--- config.mk ---
export PLATFORM = sky130hd
export DESIGN_NAME = field_store_flat
export DESIGN_NICKNAME = d
export VERILOG_FILES = /design/src/hw/tetris_pkg.sv /design/src/hw/piece_if.sv /design/src/hw/piece_rom.sv /design/src/hw/field_store.sv /design/src/flat_wrapper.sv
export SDC_FILE = /design/constraint.sdc
export NUM_CORES = 2
export LEC_CHECK = 0
export BUFFER_PORTS_ARGS = -buffer_cell sky130_fd_sc_hd__buf_2
export CAP_MARGIN = 20
export CORE_AREA = 4 4 471 473
export DETAILED_ROUTE_END_ITERATION = 10
export DIE_AREA = 0 0 475 477
export PLACE_DENSITY = 0.5
export SLEW_MARGIN = 40
export SYNTH_ARGS = -nofsm -noshare
export SYNTH_HDL_FRONTEND = slang
export SYNTH_SLANG_ARGS = --single-unit
--- constraint.sdc ---
create_clock -name clk_i -period 63.8 [get_ports clk_i]
set_input_delay 12.76 -clock clk_i [delete_from_list [all_inputs] [get_ports clk_i]]
set_output_delay 12.76 -clock clk_i [all_outputs]
set_load 0.1 [all_outputs]
--- src/hw/tetris_pkg.sv ---
// Shared field sizes and data types, imported by the puzzle core modules and the testbench
package tetris_pkg;

  // Playing field size in cells
  localparam int ROW_CNT = 20;
  localparam int COL_CNT = 10;

  // Bits per cell, a zero code is an empty cell
  localparam int COLOR_W = 3;

  typedef logic [COLOR_W-1:0] cell_t;

  // Whole field, row 0 on top and column 0 on the left
  typedef cell_t [ROW_CNT-1:0][COL_CNT-1:0] field_t;

  // One flag per row
  typedef logic [ROW_CNT-1:0] row_mask_t;

  // Piece kinds, colour code is kind plus one
  typedef enum logic [2:0] {
    KIND_I, KIND_O, KIND_T, KIND_S, KIND_Z, KIND_J, KIND_L
  } kind_t;

  // User events
  typedef enum logic [2:0] {
    EV_NONE, EV_NEW_GAME, EV_LEFT, EV_RIGHT, EV_DOWN, EV_ROTATE
  } event_t;

  // Moves checked against the field
  typedef enum logic [2:0] {
    MOVE_APPEAR, MOVE_LEFT, MOVE_RIGHT, MOVE_DOWN, MOVE_ROTATE
  } move_t;

  // Signed coordinate of the piece box, may step past a wall while checking
  typedef logic signed [5:0] pos_t;

  // 4x4 shape, index [box row][box column]
  typedef logic [3:0][3:0] mask_t;

  // Box origin of a freshly spawned piece
  localparam pos_t SPAWN_X = pos_t'(3);
  localparam pos_t SPAWN_Y = pos_t'(0);

endpackage

--- src/hw/piece_if.sv ---
// Falling piece bundle, driven by the game controller and read by the move checker and field store
`timescale 1ns/1ps

interface piece_if;

  import tetris_pkg::*;

  // Kind selects the shape and the colour
  kind_t      kind;
  // Box origin in field coordinates
  pos_t       x;
  pos_t       y;
  // Quarter turns clockwise
  logic [1:0] rot;
  // High once the piece has appeared on the field
  logic       draw_en;

  // Controller owns the piece register
  modport ctrl (
    output kind, output x, output y, output rot, output draw_en
  );

  // Checker and field store only look at it
  modport view (
    input kind, input x, input y, input rot, input draw_en
  );

endinterface

--- src/hw/piece_rom.sv ---
// Shape table, instantiated wherever a piece kind and rotation must become a 4x4 cell mask
`timescale 1ns/1ps

module piece_rom
(
  input  tetris_pkg::kind_t kind_i,
  input  logic [1:0]        rot_i,
  output tetris_pkg::mask_t mask_o
);

  import tetris_pkg::*;

  mask_t shape;

  // Clockwise quarter turn about the centre of the upper left 3x3 box
  function automatic mask_t turn_cw(input mask_t m);
    mask_t res;
    res = '0;
    for (int i = 0; i < 3; i++)
      begin
        for (int j = 0; j < 3; j++)
          begin
            // Top row of the old shape becomes the right column
            res[i][j] = m[2-j][i];
          end
      end
    return res;
  endfunction

  always_comb
    begin
      // Rows listed bottom first, bit j of a row is box column j
      case (kind_i)
        KIND_I:  shape = {4'b0000, 4'b0000, 4'b1111, 4'b0000};
        KIND_O:  shape = {4'b0000, 4'b0110, 4'b0110, 4'b0000};
        KIND_T:  shape = {4'b0000, 4'b0000, 4'b0111, 4'b0010};
        KIND_S:  shape = {4'b0000, 4'b0000, 4'b0011, 4'b0110};
        KIND_Z:  shape = {4'b0000, 4'b0000, 4'b0110, 4'b0011};
        KIND_J:  shape = {4'b0000, 4'b0000, 4'b0111, 4'b0001};
        KIND_L:  shape = {4'b0000, 4'b0000, 4'b0111, 4'b0100};
        default: shape = '0;
      endcase

      if (kind_i == KIND_I)
        begin
          // Bar only toggles between flat row 1 and upright column 2
          if (rot_i[0])
            shape = {4'b0100, 4'b0100, 4'b0100, 4'b0100};
        end
      else if (kind_i != KIND_O)
        begin
          // Up to three quarter turns
          for (int r = 0; r < 3; r++)
            if (r < rot_i)
              shape = turn_cw(shape);
        end
    end

  assign mask_o = shape;

endmodule

--- src/hw/field_store.sv ---
// Settled field storage, written by the game controller's pulses and read as the displayed view
`timescale 1ns/1ps

module field_store
#(
  parameter int ROW_CNT = tetris_pkg::ROW_CNT,
  parameter int COL_CNT = tetris_pkg::COL_CNT
)
(
  input  logic               clk_i,
  input  logic               rst_i,
  input  logic               clear_i,
  input  logic               lock_i,
  input  logic               shift_i,
  piece_if.view              piece,
  output tetris_pkg::field_t field_o,
  output tetris_pkg::field_t view_o,
  output logic               any_full_o,
  output logic               top_busy_o
);

  import tetris_pkg::*;

  localparam int ROW_W = $clog2(ROW_CNT);

  field_t            field_q;
  field_t            field_merged;
  field_t            field_shifted;
  row_mask_t         full_rows;
  logic [ROW_W-1:0]  low_row;
  mask_t             piece_mask;
  cell_t             piece_color;

  // Current piece shape
  piece_rom u_piece_rom (
    .kind_i ( piece.kind ),
    .rot_i  ( piece.rot  ),
    .mask_o ( piece_mask )
  );

  assign piece_color = cell_t'(piece.kind) + cell_t'(1);

  // Field with the piece painted in, used for both locking and display
  always_comb
    begin
      int row;
      int col;
      field_merged = field_q;
      for (int i = 0; i < 4; i++)
        begin
          for (int j = 0; j < 4; j++)
            begin
              row = int'(piece.y) + i;
              col = int'(piece.x) + j;
              // Cells outside the field are never painted
              if (piece_mask[i][j] && row >= 0 && row < ROW_CNT && col >= 0 && col < COL_CNT)
                field_merged[row][col] = piece_color;
            end
        end
    end

  // Row is full when no cell in it is empty
  always_comb
    begin
      full_rows = '0;
      for (int r = 0; r < ROW_CNT; r++)
        begin
          full_rows[r] = 1'b1;
          for (int c = 0; c < COL_CNT; c++)
            if (field_q[r][c] == '0)
              full_rows[r] = 1'b0;
        end
    end

  // Lowest full row, the last hit from the top wins
  always_comb
    begin
      low_row = '0;
      for (int r = 0; r < ROW_CNT; r++)
        if (full_rows[r])
          low_row = ROW_W'(r);
    end

  // Rows above the removed one drop by one, top row empties
  always_comb
    begin
      field_shifted = field_q;
      if (any_full_o)
        field_shifted[0] = '0;
      for (int r = 1; r < ROW_CNT; r++)
        if (r <= int'(low_row))
          field_shifted[r] = field_q[r-1];
    end

  always_ff @(posedge clk_i or posedge rst_i)
    if (rst_i)
      field_q <= '0;
    else if (clear_i)
      field_q <= '0;
    else if (lock_i)
      field_q <= field_merged;
    else if (shift_i)
      field_q <= field_shifted;

  assign any_full_o = |full_rows;
  // Settled cell in the spawn row
  assign top_busy_o = |field_q[0];
  assign field_o    = field_q;
  // Piece shown only after it has appeared
  assign view_o     = piece.draw_en ? field_merged : field_q;

  // Controller never locks and clears rows in one cycle
  a_lock_shift_excl: assert property (@(posedge clk_i) disable iff (rst_i)
    !(lock_i && shift_i));

endmodule

--- src/flat_wrapper.sv ---
// flat-port wrapper written by rule: the top's interface ports become plain ports
module field_store_flat import tetris_pkg::*;
#(
  parameter int ROW_CNT = tetris_pkg::ROW_CNT,
  parameter int COL_CNT = tetris_pkg::COL_CNT
)
  (clk_i, rst_i, clear_i, lock_i, shift_i, field_o, view_o, any_full_o, top_busy_o, piece_kind, piece_x, piece_y, piece_rot, piece_draw_en);
  piece_if piece_i ();
  input  logic clk_i;
  input  logic rst_i;
  input  logic clear_i;
  input  logic lock_i;
  input  logic shift_i;
  output tetris_pkg::field_t field_o;
  output tetris_pkg::field_t view_o;
  output logic any_full_o;
  output logic top_busy_o;
  input wire logic [$bits(piece_i.kind)-1:0] piece_kind;
  input wire logic [$bits(piece_i.x)-1:0] piece_x;
  input wire logic [$bits(piece_i.y)-1:0] piece_y;
  input wire logic [$bits(piece_i.rot)-1:0] piece_rot;
  input wire logic [$bits(piece_i.draw_en)-1:0] piece_draw_en;
  assign piece_i.kind = piece_kind;
  assign piece_i.x = piece_x;
  assign piece_i.y = piece_y;
  assign piece_i.rot = piece_rot;
  assign piece_i.draw_en = piece_draw_en;
  field_store #(.ROW_CNT(ROW_CNT), .COL_CNT(COL_CNT)) u_core (.clk_i(clk_i), .rst_i(rst_i), .clear_i(clear_i), .lock_i(lock_i), .shift_i(shift_i), .piece(piece_i), .field_o(field_o), .view_o(view_o), .any_full_o(any_full_o), .top_busy_o(top_busy_o));
endmodule
Word-level counts from Yosys, hierarchy flattened
Index checks and enable logic that the tools add are counted.
- memories: 0
- word-level logic and storage cells: 906
- bits in registers: 600
- bits in read-only memories: 0
- bits in latches: 0
- output and inout port bits: 1202
- input port bits: 23
- memory bits (writable): 0
- reductions and logical operators: 316
- eq/ne operators: 7
- bitwise gates (word level): 0
- div/mod/pow operators: 0
- $add $sub $neg: 7
- shift-type cells: 0
- muxes and demuxes: 322
- magnitude comparators: 54
- multiply operators: 0
- operator list (operator ; number):
    $mux 600 ; 20
    $bwmux 600 ; 16
    $demux 30 s5 ; 16
    $mux 30 ; 36
    $logic_not 3->1 ; 201
    $ge 32x1->1 const B ; 12
    $mux 1 ; 201
    $lt 32x6->1 const B ; 6
    $lt 32x5->1 const B ; 3
    $lt 32x7->1 const B ; 3
    $mux 16 ; 6
    $pmux 11 s7 ; 1
    $logic_and 1x1->1 ; 72
    $reduce_bool 3->1 ; 21
    $demux 3 s4 ; 4
    $le 4x5->1 const A ; 8
    $reduce_and 2->1 ; 20
    $mux 4 ; 8
    $reduce_or 30->1 ; 1
    $add 6x3->7 const B ; 4
    $ge 6x1->1 const B ; 4
    $mux 3 ; 8
    $le 3x5->1 const A ; 4
    $le 5x5->1 const A ; 4
    other kinds (16) ; 27

Longest topological paths before layout
- depth after elaboration: 44
- mapped depth: 19
- depth with buffers taken out: 12

Modules after synthesis
Synthesis repeated with hierarchy kept, for this count alone.
- cell total of the unflattened synthesis: 7015
- area total of the unflattened synthesis: 52898.2 µm²
- by module, submodules not included (module ; cells an instance ; seq. area each (µm²) ; times used ; area each (µm²)):
    field_store ; 6960 ; 15014.4 ; 1 ; 52527.9
    piece_rom ; 55 ; 0.0 ; 1 ; 370.4

Worst setup path after synthesis
OpenSTA, ideal clock, no wires.
- path kind: input to output
- start: in piece_kind[0]
- end: out view_o[390] (netlist bit)
- setup slack: 32.854 ns
- stages on the path: 16
- path buffers: 5
- required time: 51.040 ns
- arrival time: 18.186 ns
- path through: inv_1 clkbuf_1 buf_1 ha_1 buf_6 buf_2 nand2_1 a31o_2 o221a_2 nor4_2 a211o_1 clkbuf_1 a222oi_1 a21boi_0 nand2b_1 o21ai_0
- RTL lines (element ; line ; source):
    from (decl) ; flat_wrapper.sv:18 ; input wire logic [$bits(piece_i.kind)-1:0] piece_kind;
    to (decl) ; flat_wrapper.sv:15 ; output tetris_pkg::field_t view_o;

==> results.toml <==
[clocking]
cts_max_level = 3
clock-root-buffer = "clkbuf_16"
clk_path_buf_depth = 3
cts_tree = "yes"
cts_sinks = 600
hold_buffers = 0
numCtsBuffers = 80
insertion_delay_ns = 0.74
path_clk_slew_ns = 0.06
ctsResizeCount = 0
cts_setup_buffers = 0

[logic_synthesis]
avgSynthCellArea_sq_um = 7.38
synthMuxAreaShare_pct = 3.73
ys_seq_area_share_pct = 31.0
synth_top_area_share_pct = 31.0
synth_top_cell_by_area = "dfrtp_1"
synth-compound-area-share_pct = 38.2
synth-simple-area-share_pct = 21.2
synth-seq-cells = 600
synth_top_family_by_area = "compound AO/OA/AOI/OAI gates"
synth_nets = 6597
ys.flop_type = "dfrtp_1"
netlist_area_sq_um = 48400
synth_edf_count = 0
netlist_instances = 6559
synth.distinct_cells = 112
ys_warn_count = 0
yosys-top-cells-area = "dfrtp_1, o21ai_0, nand2_1"
synth-async-reset-ratio_pct = 100
synth_fa_ha_area_share_pct = 0.388
synth-xor-area-share_pct = 0.163

[cells_and_area]
area_growth_pct = 27.4
final_nets = 7628
final_common_cell = "buf_2"
largest_register_ffs = 600
final_cell_mix = "buf_2, nand2_1, o21ai_0"
drive_above_1_share_pct = 25.7

[grt]
grt-ovfl-total = 0
antenna_found_initial = 29
grt_pass1_vias = 61500
grt_usage_pct = 36.0
grt_pass1_wl_mm = 568
grt_start_max_net_pins = 108

[timing]
grt_setup_unrepaired = "false"
max-slew-margin-rel_pct = 31.0
max_freq_mhz = 31.5
fin_worst_skew_ns = 0.0489
slew_violations = 0
final_hold_viol_count = 0
timing.final.crit_share_pct = 49.7
post-route-min-period_ns = 31.72
timing.final.ws_setup_ns = 32.08
tightest_slew_ns = 1.02
finalSetupViolations = 0
tns_ns = 0

[setup_path]
arrival_ns = 18.96
crit_cells = 13
cp_slowest_cell = "o21ai_0"
crit_fanout = 24
crit_start = "piece_y[2]"
crit_end = "view_o[354]"
reg2regPathDepth = 10
end_kind = "output pin"
r2r_end = "u_core.field_o[49]$_DFFE_PP0P_"
slowest_delay_ns = 0.81
path_cells = "buf_2 -> ha_1 -> nand4_1 -> mux2i_1 -> o311ai_2 -> or3_1 -> o21ai_0 -> nor2_1 -> o211ai_1 -> buf_2 -> nand2_1 -> o21ai_0 -> buf_2"
worstSetupPathType = "input port to output pin"
crit_buf_inv = 3
cp_common_cell = "buf_2"
start_kind = "input port"
crit_family = "compound AO/OA/AOI/OAI gates"
reg2reg_from = "u_core.field_o[382]$_DFFE_PP0P_"
reg2reg_slack_ns = 58.69
cp_data_required_time_ns = 51.04

[floorplanning]
core_sq_um = 217000
die-area_sq_um = 227000
start_util_pct = 22.3
placementRows = 171
die_h_um = 477
ios = 1225
fp.dieW_um = 475

[power]
powerDensity_nw_per_um2 = 25.9
ir_drop_uv = 18.8
p_total_mw = 1.60
power_leakage_nw = 27.2

[run]
max-cap-violations = 0

[routing]
drtAntennaViolNets = 0
wl_per_cell_um = 40.9
firstDrtPassIters = 9
drt_wl_total_mm = 430
drt_iter0_markers = 9986
vias = 66300
drc = 0
vias_per_cell = 6.30

[place]
numPortBuffers = 1224
pre_cts_ws_ns = 32.27
gp_congestion = 1.04
dp_hpwl_mm = 321

[run_status]
outcome = "finished, final reports clean"

[worst_hold_path]
hp-class = "register to register"
whs_path_depth = 1
==> per-stage QoR <==
stage / instance area [sq um] / utilization, % / cells / hold WS, ns
after floorplan: 48400 / - / 6559 / 0.983
after global placement: 58300 / 26.9 / 10400 / 0.524
after detailed placement: 58900 / 27.1 / 10400 / 0.533
after CTS: 61500 / 28.3 / 10500 / 0.538
after global routing: 61600 / 28.4 / 10500 / 0.565
final: 61700 / 28.4 / 10500 / 0.547
==> per-layer routing <==
layer  vias up  global-route usage [%]  wire [um]
met2      5180                    55.2     186000
li1      26800                       -          -
met3      1157                    9.88      47000
met1     33200                    45.1     165000
met5         -                       0         72
met4        10                    21.1      30900
==> cell type report <==
cell class              count  area, sq um
multi-input cells        5308        31700
fillers                 23900       155000
flip-flops and latches    600        15000
repair buffers           1486         8250
clock buffers             114         2320
diodes                     13         32.5
well taps                2854         3570
inverters                 114          460
clock inverters            22          312
==> report_power, final <==
group | internal (mW) | switching [mW]
Sequential | 0.403 | 0.0715
Clock | 0.274 | 0.200
Combinational | 0.0937 | 0.558
Total | 0.770 | 0.829
==> worst min-delay path by stage <==
stage | from | endpoint
CTS | u_core.field_o[589]$_DFFE_PP0P_ | u_core.field_o[589]$_DFFE_PP0P_
finish | u_core.field_o[589]$_DFFE_PP0P_ | u_core.field_o[589]$_DFFE_PP0P_
global route | u_core.field_o[589]$_DFFE_PP0P_ | u_core.field_o[589]$_DFFE_PP0P_
floorplan | u_core.field_o[489]$_DFFE_PP0P_ | u_core.field_o[489]$_DFFE_PP0P_
detailed placement | u_core.field_o[595]$_DFFE_PP0P_ | u_core.field_o[595]$_DFFE_PP0P_
global placement | u_core.field_o[595]$_DFFE_PP0P_ | u_core.field_o[595]$_DFFE_PP0P_
==> cells by family (layout without fill, tap and decap cells) <==
logic type                 after synthesis  after routing
AOI/OAI and AO/OA                     2722           2722
DFF                                    600            600
other                                    0             13
and+or+nand+nor                       2389           2389
xor gates and xnor gates                 9              9
muxes                                  173            173
buffers and inverters                  651           1736
adders and majority gates               15             15
==> worst register-to-register path: stages (launching register included) <==
cell and delay [ns]:
dfrtp_1 0.51, nor3_1 0.49, nor2_1 0.08, nand4_1 0.17
a2bb2o_1 0.46, nor3b_2 0.64, nand4_1 0.58, nor2_2 0.79
a31o_4 0.67, nand2b_1 0.42, o21ai_0 0.16
==> Yosys cell counts, drive strengths merged (14+ instances only) <==
cell type and number:
ha 15, o2bb2ai 59, o21bai 19, inv 111
a21o 78, or3 41, nor3 247, a22oi 188
clkbuf 439, mux2 60, a2111oi 71, o2111ai 51
buf 98, dfrtp 600, o22a 92, o22ai 123
nand3 77, mux2i 113, and2 31, or2 39
nand4 38, o221a 37, a221oi 65, a22o 55
a31oi 14, a211oi 83, nor2b 19, o31ai 40
a21boi 20, o211ai 39, a32oi 39, nand2 1024
a311oi 14, nand2b 70, o21ai 944, o21a 34
nor4 17, a21oi 380, o221ai 64, a221o 31
a222oi 77, nor2 751, and3 14
Power figures use the tool's default switching activity.
