`src/hw/tetris_pkg.sv`:
```
// Shared field sizes and data types, imported by the puzzle core modules and the testbench
package tetris_pkg;

  // Playing field size in cells
  localparam int ROW_CNT = 20;
  localparam int COL_CNT = 10;

  // Bits per cell, a zero code is an empty cell
  localparam int COLOR_W = 3;

  typedef logic [COLOR_W-1:0] cell_t;

  // Whole field, row 0 on top and column 0 on the left
  typedef cell_t [ROW_CNT-1:0][COL_CNT-1:0] field_t;

  // One flag per row
  typedef logic [ROW_CNT-1:0] row_mask_t;

  // Piece kinds, colour code is kind plus one
  typedef enum logic [2:0] {
    KIND_I, KIND_O, KIND_T, KIND_S, KIND_Z, KIND_J, KIND_L
  } kind_t;

  // User events
  typedef enum logic [2:0] {
    EV_NONE, EV_NEW_GAME, EV_LEFT, EV_RIGHT, EV_DOWN, EV_ROTATE
  } event_t;

  // Moves checked against the field
  typedef enum logic [2:0] {
    MOVE_APPEAR, MOVE_LEFT, MOVE_RIGHT, MOVE_DOWN, MOVE_ROTATE
  } move_t;

  // Signed coordinate of the piece box, may step past a wall while checking
  typedef logic signed [5:0] pos_t;

  // 4x4 shape, index [box row][box column]
  typedef logic [3:0][3:0] mask_t;

  // Box origin of a freshly spawned piece
  localparam pos_t SPAWN_X = pos_t'(3);
  localparam pos_t SPAWN_Y = pos_t'(0);

endpackage

```
`src/hw/piece_if.sv`:
```
// Falling piece bundle, driven by the game controller and read by the move checker and field store
`timescale 1ns/1ps

interface piece_if;

  import tetris_pkg::*;

  // Kind selects the shape and the colour
  kind_t      kind;
  // Box origin in field coordinates
  pos_t       x;
  pos_t       y;
  // Quarter turns clockwise
  logic [1:0] rot;
  // High once the piece has appeared on the field
  logic       draw_en;

  // Controller owns the piece register
  modport ctrl (
    output kind, output x, output y, output rot, output draw_en
  );

  // Checker and field store only look at it
  modport view (
    input kind, input x, input y, input rot, input draw_en
  );

endinterface

```
`src/hw/game_ctrl.sv`:
```
// Game controller FSM, takes user events and steers the move checker and field store
`timescale 1ns/1ps

module game_ctrl
(
  input  logic                clk_i,
  input  logic                rst_i,
  input  tetris_pkg::event_t  event_i,
  input  logic                event_ready_i,
  output logic                event_rd_o,
  input  tetris_pkg::kind_t   piece_kind_i,
  piece_if.ctrl               piece,
  output logic                check_run_o,
  output tetris_pkg::move_t   req_move_o,
  input  logic                check_done_i,
  input  logic                can_move_i,
  input  tetris_pkg::pos_t    new_x_i,
  input  tetris_pkg::pos_t    new_y_i,
  input  logic [1:0]          new_rot_i,
  input  logic                any_full_i,
  input  logic                top_busy_i,
  output logic                clear_o,
  output logic                lock_o,
  output logic                shift_o,
  output logic                playing_o,
  output logic                game_over_o
);

  import tetris_pkg::*;

  typedef enum logic [3:0] {
    ST_IDLE, ST_NEW, ST_GEN, ST_WAIT, ST_CHECK, ST_MAKE, ST_LOCK, ST_LINES, ST_GAME_OVER
  } state_t;

  state_t     state;
  state_t     next_state;
  move_t      ev_move;
  logic       is_move_ev;
  kind_t      kind_q;
  pos_t       x_q;
  pos_t       y_q;
  logic [1:0] rot_q;
  logic       draw_en_q;

  // Events are taken only while idle, waiting or after game over
  assign event_rd_o = event_ready_i &&
                      (state == ST_IDLE || state == ST_WAIT || state == ST_GAME_OVER);

  // Movement events and their moves
  assign is_move_ev = (event_i == EV_LEFT) || (event_i == EV_RIGHT) ||
                      (event_i == EV_DOWN) || (event_i == EV_ROTATE);

  always_comb
    case (event_i)
      EV_LEFT:   ev_move = MOVE_LEFT;
      EV_RIGHT:  ev_move = MOVE_RIGHT;
      EV_ROTATE: ev_move = MOVE_ROTATE;
      default:   ev_move = MOVE_DOWN;
    endcase

  always_comb
    begin
      next_state = state;
      case (state)
        ST_IDLE, ST_GAME_OVER:
          if (event_rd_o && event_i == EV_NEW_GAME)
            next_state = ST_NEW;
        ST_NEW:   next_state = ST_GEN;
        ST_GEN:   next_state = ST_CHECK;
        ST_WAIT:
          if (event_rd_o)
            begin
              // Other codes are consumed and ignored
              if (event_i == EV_NEW_GAME)
                next_state = ST_NEW;
              else if (is_move_ev)
                next_state = ST_CHECK;
            end
        ST_CHECK: next_state = ST_MAKE;
        ST_MAKE:
          if (check_done_i)
            begin
              // Blocked spawn, or blocked fall with the top row taken, ends the game
              if (!can_move_i && req_move_o == MOVE_APPEAR)
                next_state = ST_GAME_OVER;
              else if (!can_move_i && req_move_o == MOVE_DOWN)
                next_state = top_busy_i ? ST_GAME_OVER : ST_LOCK;
              else
                next_state = ST_WAIT;
            end
        ST_LOCK:  next_state = ST_LINES;
        // One full row removed per cycle
        ST_LINES:
          if (!any_full_i)
            next_state = ST_GEN;
        default:  next_state = ST_IDLE;
      endcase
    end

  always_ff @(posedge clk_i or posedge rst_i)
    if (rst_i)
      state <= ST_IDLE;
    else
      state <= next_state;

  // Move under test, held through CHECK and MAKE
  always_ff @(posedge clk_i or posedge rst_i)
    if (rst_i)
      req_move_o <= MOVE_DOWN;
    else if (state == ST_GEN)
      req_move_o <= MOVE_APPEAR;
    else if (state == ST_WAIT && next_state == ST_CHECK)
      req_move_o <= ev_move;

  // Falling piece register
  always_ff @(posedge clk_i or posedge rst_i)
    if (rst_i)
      begin
        kind_q    <= KIND_I;
        x_q       <= '0;
        y_q       <= '0;
        rot_q     <= 2'd0;
        draw_en_q <= 1'b0;
      end
    else
      case (state)
        // Hidden until its spawn has been checked
        ST_NEW, ST_LOCK: draw_en_q <= 1'b0;
        ST_GEN:
          begin
            kind_q    <= piece_kind_i;
            draw_en_q <= 1'b0;
          end
        ST_MAKE:
          if (check_done_i && can_move_i)
            begin
              x_q   <= new_x_i;
              y_q   <= new_y_i;
              rot_q <= new_rot_i;
              if (req_move_o == MOVE_APPEAR)
                draw_en_q <= 1'b1;
            end
        default: draw_en_q <= draw_en_q;
      endcase

  assign piece.kind    = kind_q;
  assign piece.x       = x_q;
  assign piece.y       = y_q;
  assign piece.rot     = rot_q;
  assign piece.draw_en = draw_en_q;

  // Pulses to the checker and field store
  assign check_run_o = (state == ST_CHECK);
  assign clear_o     = (state == ST_NEW);
  assign lock_o      = (state == ST_LOCK);
  assign shift_o     = (state == ST_LINES) && any_full_i;

  assign playing_o   = (state != ST_IDLE) && (state != ST_GAME_OVER);
  assign game_over_o = (state == ST_GAME_OVER);

  // Checker verdict must be there when the move is made, else MAKE would stall
  a_make_has_verdict: assert property (@(posedge clk_i) disable iff (rst_i)
    state == ST_MAKE |-> check_done_i);

endmodule

```
`src/flat_wrapper.sv`:
```
// flat-port wrapper written by rule: the top's interface ports become plain ports
module game_ctrl_flat import tetris_pkg::*;
  (clk_i, rst_i, event_i, event_ready_i, event_rd_o, piece_kind_i, check_run_o, req_move_o, check_done_i, can_move_i, new_x_i, new_y_i, new_rot_i, any_full_i, top_busy_i, clear_o, lock_o, shift_o, playing_o, game_over_o, piece_kind, piece_x, piece_y, piece_rot, piece_draw_en);
  piece_if piece_i ();
  input  logic clk_i;
  input  logic rst_i;
  input  tetris_pkg::event_t event_i;
  input  logic event_ready_i;
  output logic event_rd_o;
  input  tetris_pkg::kind_t piece_kind_i;
  output logic check_run_o;
  output tetris_pkg::move_t req_move_o;
  input  logic check_done_i;
  input  logic can_move_i;
  input  tetris_pkg::pos_t new_x_i;
  input  tetris_pkg::pos_t new_y_i;
  input  logic [1:0] new_rot_i;
  input  logic any_full_i;
  input  logic top_busy_i;
  output logic clear_o;
  output logic lock_o;
  output logic shift_o;
  output logic playing_o;
  output logic game_over_o;
  output wire logic [$bits(piece_i.kind)-1:0] piece_kind;
  output wire logic [$bits(piece_i.x)-1:0] piece_x;
  output wire logic [$bits(piece_i.y)-1:0] piece_y;
  output wire logic [$bits(piece_i.rot)-1:0] piece_rot;
  output wire logic [$bits(piece_i.draw_en)-1:0] piece_draw_en;
  assign piece_kind = piece_i.kind;
  assign piece_x = piece_i.x;
  assign piece_y = piece_i.y;
  assign piece_rot = piece_i.rot;
  assign piece_draw_en = piece_i.draw_en;
  game_ctrl u_core (.clk_i(clk_i), .rst_i(rst_i), .event_i(event_i), .event_ready_i(event_ready_i), .event_rd_o(event_rd_o), .piece_kind_i(piece_kind_i), .piece(piece_i), .check_run_o(check_run_o), .req_move_o(req_move_o), .check_done_i(check_done_i), .can_move_i(can_move_i), .new_x_i(new_x_i), .new_y_i(new_y_i), .new_rot_i(new_rot_i), .any_full_i(any_full_i), .top_busy_i(top_busy_i), .clear_o(clear_o), .lock_o(lock_o), .shift_o(shift_o), .playing_o(playing_o), .game_over_o(game_over_o));
endmodule
```
`config.mk`:
```
export PLATFORM = sky130hd
export DESIGN_NAME = game_ctrl_flat
export DESIGN_NICKNAME = d
export VERILOG_FILES = /design/src/hw/tetris_pkg.sv /design/src/hw/piece_if.sv /design/src/hw/game_ctrl.sv /design/src/flat_wrapper.sv
export SDC_FILE = /design/constraint.sdc
export NUM_CORES = 1
export LEC_CHECK = 0
export ABC_CLOCK_PERIOD_IN_PS = 1550
export BUFFER_PORTS_ARGS = -buffer_cell sky130_fd_sc_hd__buf_2
export CORE_ASPECT_RATIO = 0.5
export CORE_MARGIN = 2
export CORE_UTILIZATION = 30
export DETAILED_ROUTE_END_ITERATION = 6
export HOLD_SLACK_MARGIN = 0.06
export PLACE_DENSITY = 0.65
export SYNTH_ARGS = -nofsm -noshare
export SYNTH_HDL_FRONTEND = slang
export SYNTH_SLANG_ARGS = --single-unit
```
`constraint.sdc`:
```
create_clock -name clk_i -period 1.55 [get_ports clk_i]
set_input_delay 0.31 -clock clk_i [delete_from_list [all_inputs] [get_ports clk_i]]
set_output_delay 0.31 -clock clk_i [all_outputs]
set_load 0.01 [all_outputs]
```
# Yosys cells after proc, flatten, opt, wreduce, memory -nomap -nowiden
# Index checks and enable logic that the tools add are counted.
# word_totals
reg_bits	25
inputBits	27
wordCells	64
# op_classes
eq_ne	18
n_mux	16
n_reduce_logical	23
# ops
op	count
4-bit 2-to-1 mux	9
4-bit case mux with 8 select lines	1
4-bit by 3-bit == test with 1-bit output, second input constant	5
3-bit by 2-bit == test with 1-bit output, second input constant	3
3-bit case mux with 3 select lines	1
4-bit by 2-bit == test with 1-bit output, second input constant	2
1-bit logical AND	8
3-bit == test, second input constant	2
3-bit 2-to-1 mux	2
1-bit logical OR	5
4-bit by 1-bit == test with 1-bit output, second input constant	1
4-bit == test, second input constant	1
4-bit logical NOT	1
2-bit by 1-bit inequality test with 1-bit output, second input constant	2
4-bit inequality test, second input constant	1
2-bit nonzero test	2
4-bit nonzero test	1
3-bit by 1-bit == test with 1-bit output, second input constant	1
3-bit logical NOT	1
3-bit AND reduction	1
3-bit OR reduction	1
1-bit 2-to-1 mux	2
1-bit case mux with 2 select lines	1
2-bit AND reduction	1
2 further kinds	2

# Logic depth before layout (Yosys ltp)
# Gate-level depths: netlist of the first run.
# depth
depth_word	12
ltp_mapped	6
ltp_nobuf	4

# Least setup slack after synthesis of the first run
# Ideal clock, no wire load.
# synth_timing
path_kind	register to output
startpoint	register u_core.state[1]
endpoint	output game_over_o
t_arrival_ps	1195
required_ps	1240
setup_slack_ps	45
path_stages_with_launch	4
n_path_buf	1
path_cell_list	dfrtp_1 -> buf_2 -> or3_1 -> nor2_1
# synth_via
elab_chain_len	1
# synth_rtl
element	line	rtl
start, declared	game_ctrl.sv:35	state_t state;
start signal, assigned	game_ctrl.sv:104	state <= next_state;
4-bit == test	game_ctrl.sv:159	assign game_over_o = (state == ST_GAME_OVER);
end, declared	flat_wrapper.sv:24	output logic game_over_o;
# No other way between the ends.

# Final worst setup path of the first run
# Ends and elaborated chain as after synthesis.

==> reports/results.ini, run 1 <==
[status]
status=finished with violations
violations=negative setup slack

[detailed_routing]
drt_pass1_iterations=4
vias=1208
drtAntennaViolNets=0
drt_wl_total_um=3570
drc=0
vias_per_cell=4.89
wire_per_inst_um=14.5
drtIter0Drc=83

[place]
globalplace.congestion=0.933
place_area_sq_um=1670
dp.cells=228
port_buffers=54
dp_hpwl_um=2310

[layout]
drive_above_1_share_pct=61.1
final_cells=247
post-route-util_pct=44.8
n_antenna_cell=0
fin_nets=218
final_cell_area_sq_um=1950
area_delta_synth_final_pct=45.3
fillerInstances=407

[power_and_ir_drop]
total_power_uw=3490
power_density_nw_per_um2=1800
cellLeakagePower_uw=0.000970
vdd_drop_max_mv=0.490

[synth]
synthAdderAreaFrac_pct=0
synth_seq_cells=25
syn_nets=147
ys_top_cells_by_area=dfrtp_1 43%, mux2_4 10%, mux2_2 5.0%
synthArstFlopShare_pct=100
seq_area_frac_synth_pct=46.9
synth_top_family_by_area=simple AND/OR/NAND/NOR gates
synth.area.mux_share_pct=15.1
ys_warn_count=0
syn_area_per_cell_sq_um=11.2
synth-simple-area-share_pct=21.5
netlist_instances=120
synth_xor_area_share_pct=0.654
synth_top_area_cell=dfrtp_1
synth_ff_type=dfrtp_1
synth_edf_count=0
synth_compound_area_share_pct=11.7
ys_types=42
netlist_area_sq_um=1340
yosysTopAreaCellShare_pct=43.0

[sta]
finalClockSkew_ns=0.00149
setup_viol=13
slew_headroom_pct=72.1
fmax_mhz=600
rsz0062_at_grt=true
max_slew.worst_pin.slew_ns=0.413
post-route-period-util_pct=108
hold_viol_final=0
drv_slew=0
setup_tns_ns=-0.554
fin_crit_ns=1.67
worst_slack_ns=-0.118

[global_routing]
grt_max_degree=26
grt_pass1_wl_um=5590
grt_pass1_vias=1186
gr-total-overflow=0
grt_usage_pct=13.8
antenna_found_initial=0

[floorplan]
die_area_sq_um=5050
die_h_um=51.2
rows=17
core-area_sq_um=4340
ioPinCount=55
fp.dieW_um=98.5
start_util_pct=30.9

[setup_path]
cpPeakStageDelay_ns=0.45
start_kind=flip-flop
crit_chain=or3_4, nor2_4, buf_6
reg2reg_to=u_core.piece.y[3]
cp-end-kind=primary output
worstSetupPathType=flip-flop to primary output
cpMaxStageDelayCell=dfrtp_2
cp.required_ns=1.24
ff2ff_setup_slack_ns=-0.03
worstPathArrival_ns=1.36
reg2reg_from=u_core.state[1]
r2r_cells=6
crit_fanout=5

[cts]
cts_buffer_depth=2
clk_latency_ns=0.27
cts_sinks=25
cts_root_buf=clkbuf_8
cts-hold-fix-buffers=0
clk_pin_slew_worst_paths_ns=0.09
tritoncts=built
cts_buffers=3
htree_levels=1

[job]
drv_cap=0

[hold_path]
hold_class=input port to asynchronous set/reset pin

## cells by family after synthesis
logic type,after synthesis
simple gates,48
flops,25
compound gates,22
mux,15
buf+inv,9
xor+xnor,1
## metrics by stage
step / hold slack [ns] / setup WS (ns)
after floorplan: 0.336 / 0.0446
after global routing: 0.107 / -0.156
after global placement: 0.375 / 0.0815
final: 0.0706 / -0.118
after detailed placement: 0.381 / 0.0534
after CTS: 0.0773 / -0.147
## synth_stat cells, types with 2 or more instances
library cell / count
dfrtp_1: 23
nand2_1: 13
mux2_4: 9
nor2_1: 9
o21ai_0: 7
mux2_2: 6
nand2b_1: 4
nand3_1: 4
nor3_1: 4
a21oi_1: 3
inv_1: 3
buf_2: 2
buf_6: 2
dfstp_2: 2
or3_1: 2
## worst max-delay path, delay by kind of cell (launching register included)
| kind | cells | cell delay (ns) |
|---|---|---|
| buffers and inverters | 1 | 0.10 |
| DFF | 1 | 0.45 |
| and+or+nand+nor | 2 | 0.52 |
## registers in the layout, summed over array words and instances, names as in the netlist
name                  count
u_core.piece.x            6
u_core.piece.y            6
u_core.state              4
u_core.piece.kind         3
u_core.req_move_o         3
u_core.piece.rot          2
u_core.piece.draw_en      1
## placed cells by master, fill, tap and decap left out, drive strengths merged
cell     synthesis  routed
o21ai            7       7
o311ai           1       1
a31o             1       1
a21bo            1       1
nand2b           4       4
nand2           13      13
mux2            15      15
o41ai            1       1
o2111ai          1       1
nor4             1       1
a21oi            3       3
nor3b            1       1
o211ai           1       1
xor2             1       1
a2bb2oi          1       1
nor2             9       9
inv              3       3
dfstp            2       2
nand3            4       4
and3             1       1
nor3             4       4
and2             1       1
dfrtp           23      23
clkbuf           1       4
and3b            1       1
a21o             1       1
nand3b           1       1
nor2b            3       3
o221ai           1       1
and4bb           1       1
a311oi           1       1
nand4            1       1
or3              2       2
a31oi            1       1
buf              5      71
clkinv           0       1
or2              1       1
o21a             1       1
## layer usage
| metal | GRT usage (%) | vias to the layer above | share of wire [%] |
|---|---|---|---|
| met5 | 0 | - | 0 |
| met4 | 4.57 | 0 | 1.9 |
| met3 | 2.74 | 10 | 3.4 |
| met2 | 24.1 | 29 | 51 |
| met1 | 17.5 | 603 | 43 |
| li1 | - | 566 | - |
## how the worst max path moves through the flow
stage,startpoint,to,slack [ns],cells past startpoint
2_1_floorplan,u_core.state[1],game_over_o,0.04,3
6_report,u_core.state[1],game_over_o,-0.12,3
5_1_grt,u_core.state[0],game_over_o,-0.16,3
3_5_place_dp,u_core.state[0],u_core.piece.y[3],0.05,4
3_3_place_gp,u_core.state[1],game_over_o,0.08,3
4_1_cts,u_core.state[0],game_over_o,-0.15,3
## power breakdown
group	internal, uW	switching (uW)	total, uW	leakage, uW
clock network	180	214	395	0.0000255
registers	964	217	1180	0.000301
logic	1000	917	1920	0.000644
## layout make-up
class | count | area [sq um] | share of cell area (%)
multi-input cells | 86 | 733 | 37.7
flip-flops and latches | 25 | 633 | 32.5
repair buffers | 72 | 450 | 23.2
well taps | 57 | 71.3 | 3.67
clock buffers | 3 | 41.3 | 2.12
inverters | 3 | 11.3 | 0.579
clock inverters | 1 | 5.00 | 0.257
## repair_timing
| action | in CTS | in global routing |
|---|---|---|
| gates resized for setup | 9 | 16 |
| pin swaps | 1 | 3 |
| buffers inserted | 11 | 3 |
| cloned | 0 | 1 |
| setup endpoints to repair | 7 | 28 |
Power figures use the tool's default switching activity.
==> inputs of run 2 (changes only) <==
--- a/config.mk
+++ b/config.mk
@@ -9,10 +9,10 @@
 export BUFFER_PORTS_ARGS = -buffer_cell sky130_fd_sc_hd__buf_2
 export CORE_ASPECT_RATIO = 0.5
 export CORE_MARGIN = 2
-export CORE_UTILIZATION = 30
+export CORE_UTILIZATION = 47
 export DETAILED_ROUTE_END_ITERATION = 6
 export HOLD_SLACK_MARGIN = 0.06
-export PLACE_DENSITY = 0.65
+export PLACE_DENSITY = 0.89
 export SYNTH_ARGS = -nofsm -noshare
 export SYNTH_HDL_FRONTEND = slang
 export SYNTH_SLANG_ARGS = --single-unit
==> run 2 against run 1 <==
The flow still finishes with violations (negative setup slack). First-iteration DRC count decreased by 6.0%. Combinational power grew 4%. Sequential share of layout area grew 0.45 points. Setup slack got worse by 0.053 ns. Clock skew rose by 0.0055 ns. Critical path depth is the same. Critical endpoint unchanged. Largest power group unchanged. Highest routed layer unchanged.
==> reports/results.ini, run 2 (synthesized netlist as in run 1, its figures left out) <==
[status]
status=finished with violations
violations=negative setup slack

[floorplan]
die_h_um=41.7  ; -19%
fp.dieW_um=79.5  ; -19%
start_util_pct=50.5  ; +20 points
ioPinCount=55  ; unchanged
die_area_sq_um=3320  ; -34%
core-area_sq_um=2650  ; -39%
rows=13  ; -4

[place]
port_buffers=54  ; unchanged
dp_hpwl_um=2250  ; -2.8%
place_area_sq_um=1650  ; -1.5%
globalplace.congestion=0.835  ; -11%

[power_and_ir_drop]
comb_power_share_pct=55.2  ; +0.3 points
cellLeakagePower_uw=0.000980  ; +1.0%
swShare_pct=39.1  ; +0.50 points
p_clk_share_pct=11.2  ; about the same
seqPwrFrac_pct=33.6  ; -0.2 points
vdd_drop_max_mv=0.875  ; +78%
intPower_uw=2190  ; +2.2%
power_density_nw_per_um2=1880  ; +4.5%
p_switching_uw=1410  ; +4.4%

[sta]
worst_slack_ns=-0.171  ; -0.0535 ns
setup_tns_ns=-0.681  ; -0.127 ns
fin_crit_ns=1.72  ; +0.0535 ns
max_slew.worst_pin.slew_ns=0.413  ; +0.000200 ns
hold_viol_final=0  ; unchanged
setup_viol=9  ; -4
finalClockSkew_ns=0.00699  ; +0.00550 ns
fmax_mhz=581  ; -3.1%
post-route-period-util_pct=111  ; +3.5 points
drv_slew=0  ; unchanged
slew_headroom_pct=72.1  ; about the same
rsz0062_at_grt=true

[layout]
drive_above_1_share_pct=61.1  ; +0.087 points
layout_common_cells=53 x buf_2, 19 x dfrtp_1, 16 x buf_4
n_antenna_cell=0  ; unchanged
final_cell_area_sq_um=1920  ; -1.4%
fillerInstances=165  ; -59%
fin_nets=221  ; +1.4%
area_delta_synth_final_pct=43.4
final_common_cell=buf_2

[cts]
htree_levels=1  ; unchanged
cts_buffer_depth=2  ; unchanged
tritoncts=built
cts_buffers=3  ; unchanged
clk_pin_slew_worst_paths_ns=0.09  ; about the same
clk_latency_ns=0.28  ; about the same
cts_root_buf=clkbuf_8
cts-hold-fix-buffers=0  ; unchanged
cts_sinks=25  ; unchanged

[setup_path]
worstSetupPathType=flip-flop to primary output
cp-end-kind=primary output
crit_fanout=7  ; +2
cp.required_ns=1.24  ; about the same
ff2ff_setup_slack_ns=-0.02  ; about the same
worstPathArrival_ns=1.41  ; +0.05 ns
reg2reg_to=u_core.req_move_o[2]
reg2reg_from=u_core.state[3]
start_kind=flip-flop
r2r_cells=5  ; -1

[global_routing]
gr-total-overflow=0  ; unchanged
antenna_found_initial=0  ; unchanged
grt_max_degree=26  ; unchanged
grt_pass1_vias=1145  ; -3.5%
grt_usage_pct=20.4  ; +6.5 points
grt_pass1_wl_um=5270  ; -5.7%

[detailed_routing]
wire_per_inst_um=17.4  ; +20%
drtAntennaViolNets=0  ; unchanged
vias_per_cell=5.62  ; +15%
drt_wl_total_um=4010  ; +12%
vias=1293  ; +7.0%
drtIter0Drc=78  ; -6.0%
drc=0  ; unchanged
drt_pass1_iterations=4  ; unchanged

[hold_path]
hold_class=input port to asynchronous set/reset pin

[job]
drv_cap=0  ; unchanged

-- run 2: layout make-up --
cell class,count,area (sq um),area share [%]
Clock inverter,1,7.51,0.391
Inverter,3,11.3,0.587
Clock buffer,3,41.3,2.15
Multi-Input combinational cell,86,718,37.4
Tap cell,37,46.3,2.41
Timing Repair Buffer,75,462,24.1
Sequential cell,25,633,33.0
-- run 2: power by group through the flow --
| stage | registers (uW) | clock network, uW | logic (uW) |
|---|---|---|---|
| floorplan | 1260 | 0 | 888 |
| global placement | 1230 | 0 | 1320 |
| detailed placement | 1250 | 0 | 1370 |
| CTS | 1210 | 404 | 1650 |
| global route | 1240 | 435 | 2110 |
| finish | 1210 | 403 | 1990 |
-- run 2: through the flow --
stage | hold WS [ns] | util [%] | worst slack, ns | total power (uW) | instances
3_5_place_dp | 0.378 | 62.1 | 0.0349 | 2630 | 208
6_report | 0.0738 | 72.4 | -0.171 | 3600 | 230
3_3_place_gp | 0.365 | 62.1 | 0.0868 | 2550 | 208
5_1_grt | 0.106 | 72.4 | -0.208 | 3790 | 230
4_1_cts | 0.0823 | 68.1 | -0.140 | 3270 | 223
2_1_floorplan | 0.336 | - | 0.0446 | 2150 | 120
-- run 2: metal layers --
layer | routed length, um | global-route usage [%] | up-vias
met5 | 0 | 0 | -
met3 | 317 | 5.00 | 20
met4 | 155 | 5.86 | 0
met1 | 1630 | 25.0 | 614
li1 | - | - | 572
met2 | 1910 | 35.8 | 87
-- run 2: how the worst max path moves through the flow --
stage	from	end	slack, ns	cells past startpoint
global placement	u_core.state[3]	event_rd_o	0.09	3
finish	u_core.state[1]	game_over_o	-0.17	3
floorplan	u_core.state[1]	game_over_o	0.04	3
CTS	u_core.state[0]	game_over_o	-0.14	3
global route	u_core.state[1]	game_over_o	-0.21	3
detailed placement	u_core.state[0]	u_core.piece.y[5]	0.03	4
-- run 2: worst max-delay path, stage by stage (launching register included) --
cell and delay, ns:
dfrtp_2 0.47, or3_4 0.42, nor2_4 0.13, buf_6 0.12
-- run 2: timing repair --
| action | CTS | global route |
|---|---|---|
| endpoints found under the setup margin | 7 | 20 |
| endpoints found under the hold margin | 0 | 0 |
| buffers inserted | 11 | 8 |
| resized for setup | 8 | 14 |
| pin swaps | 1 | 1 |
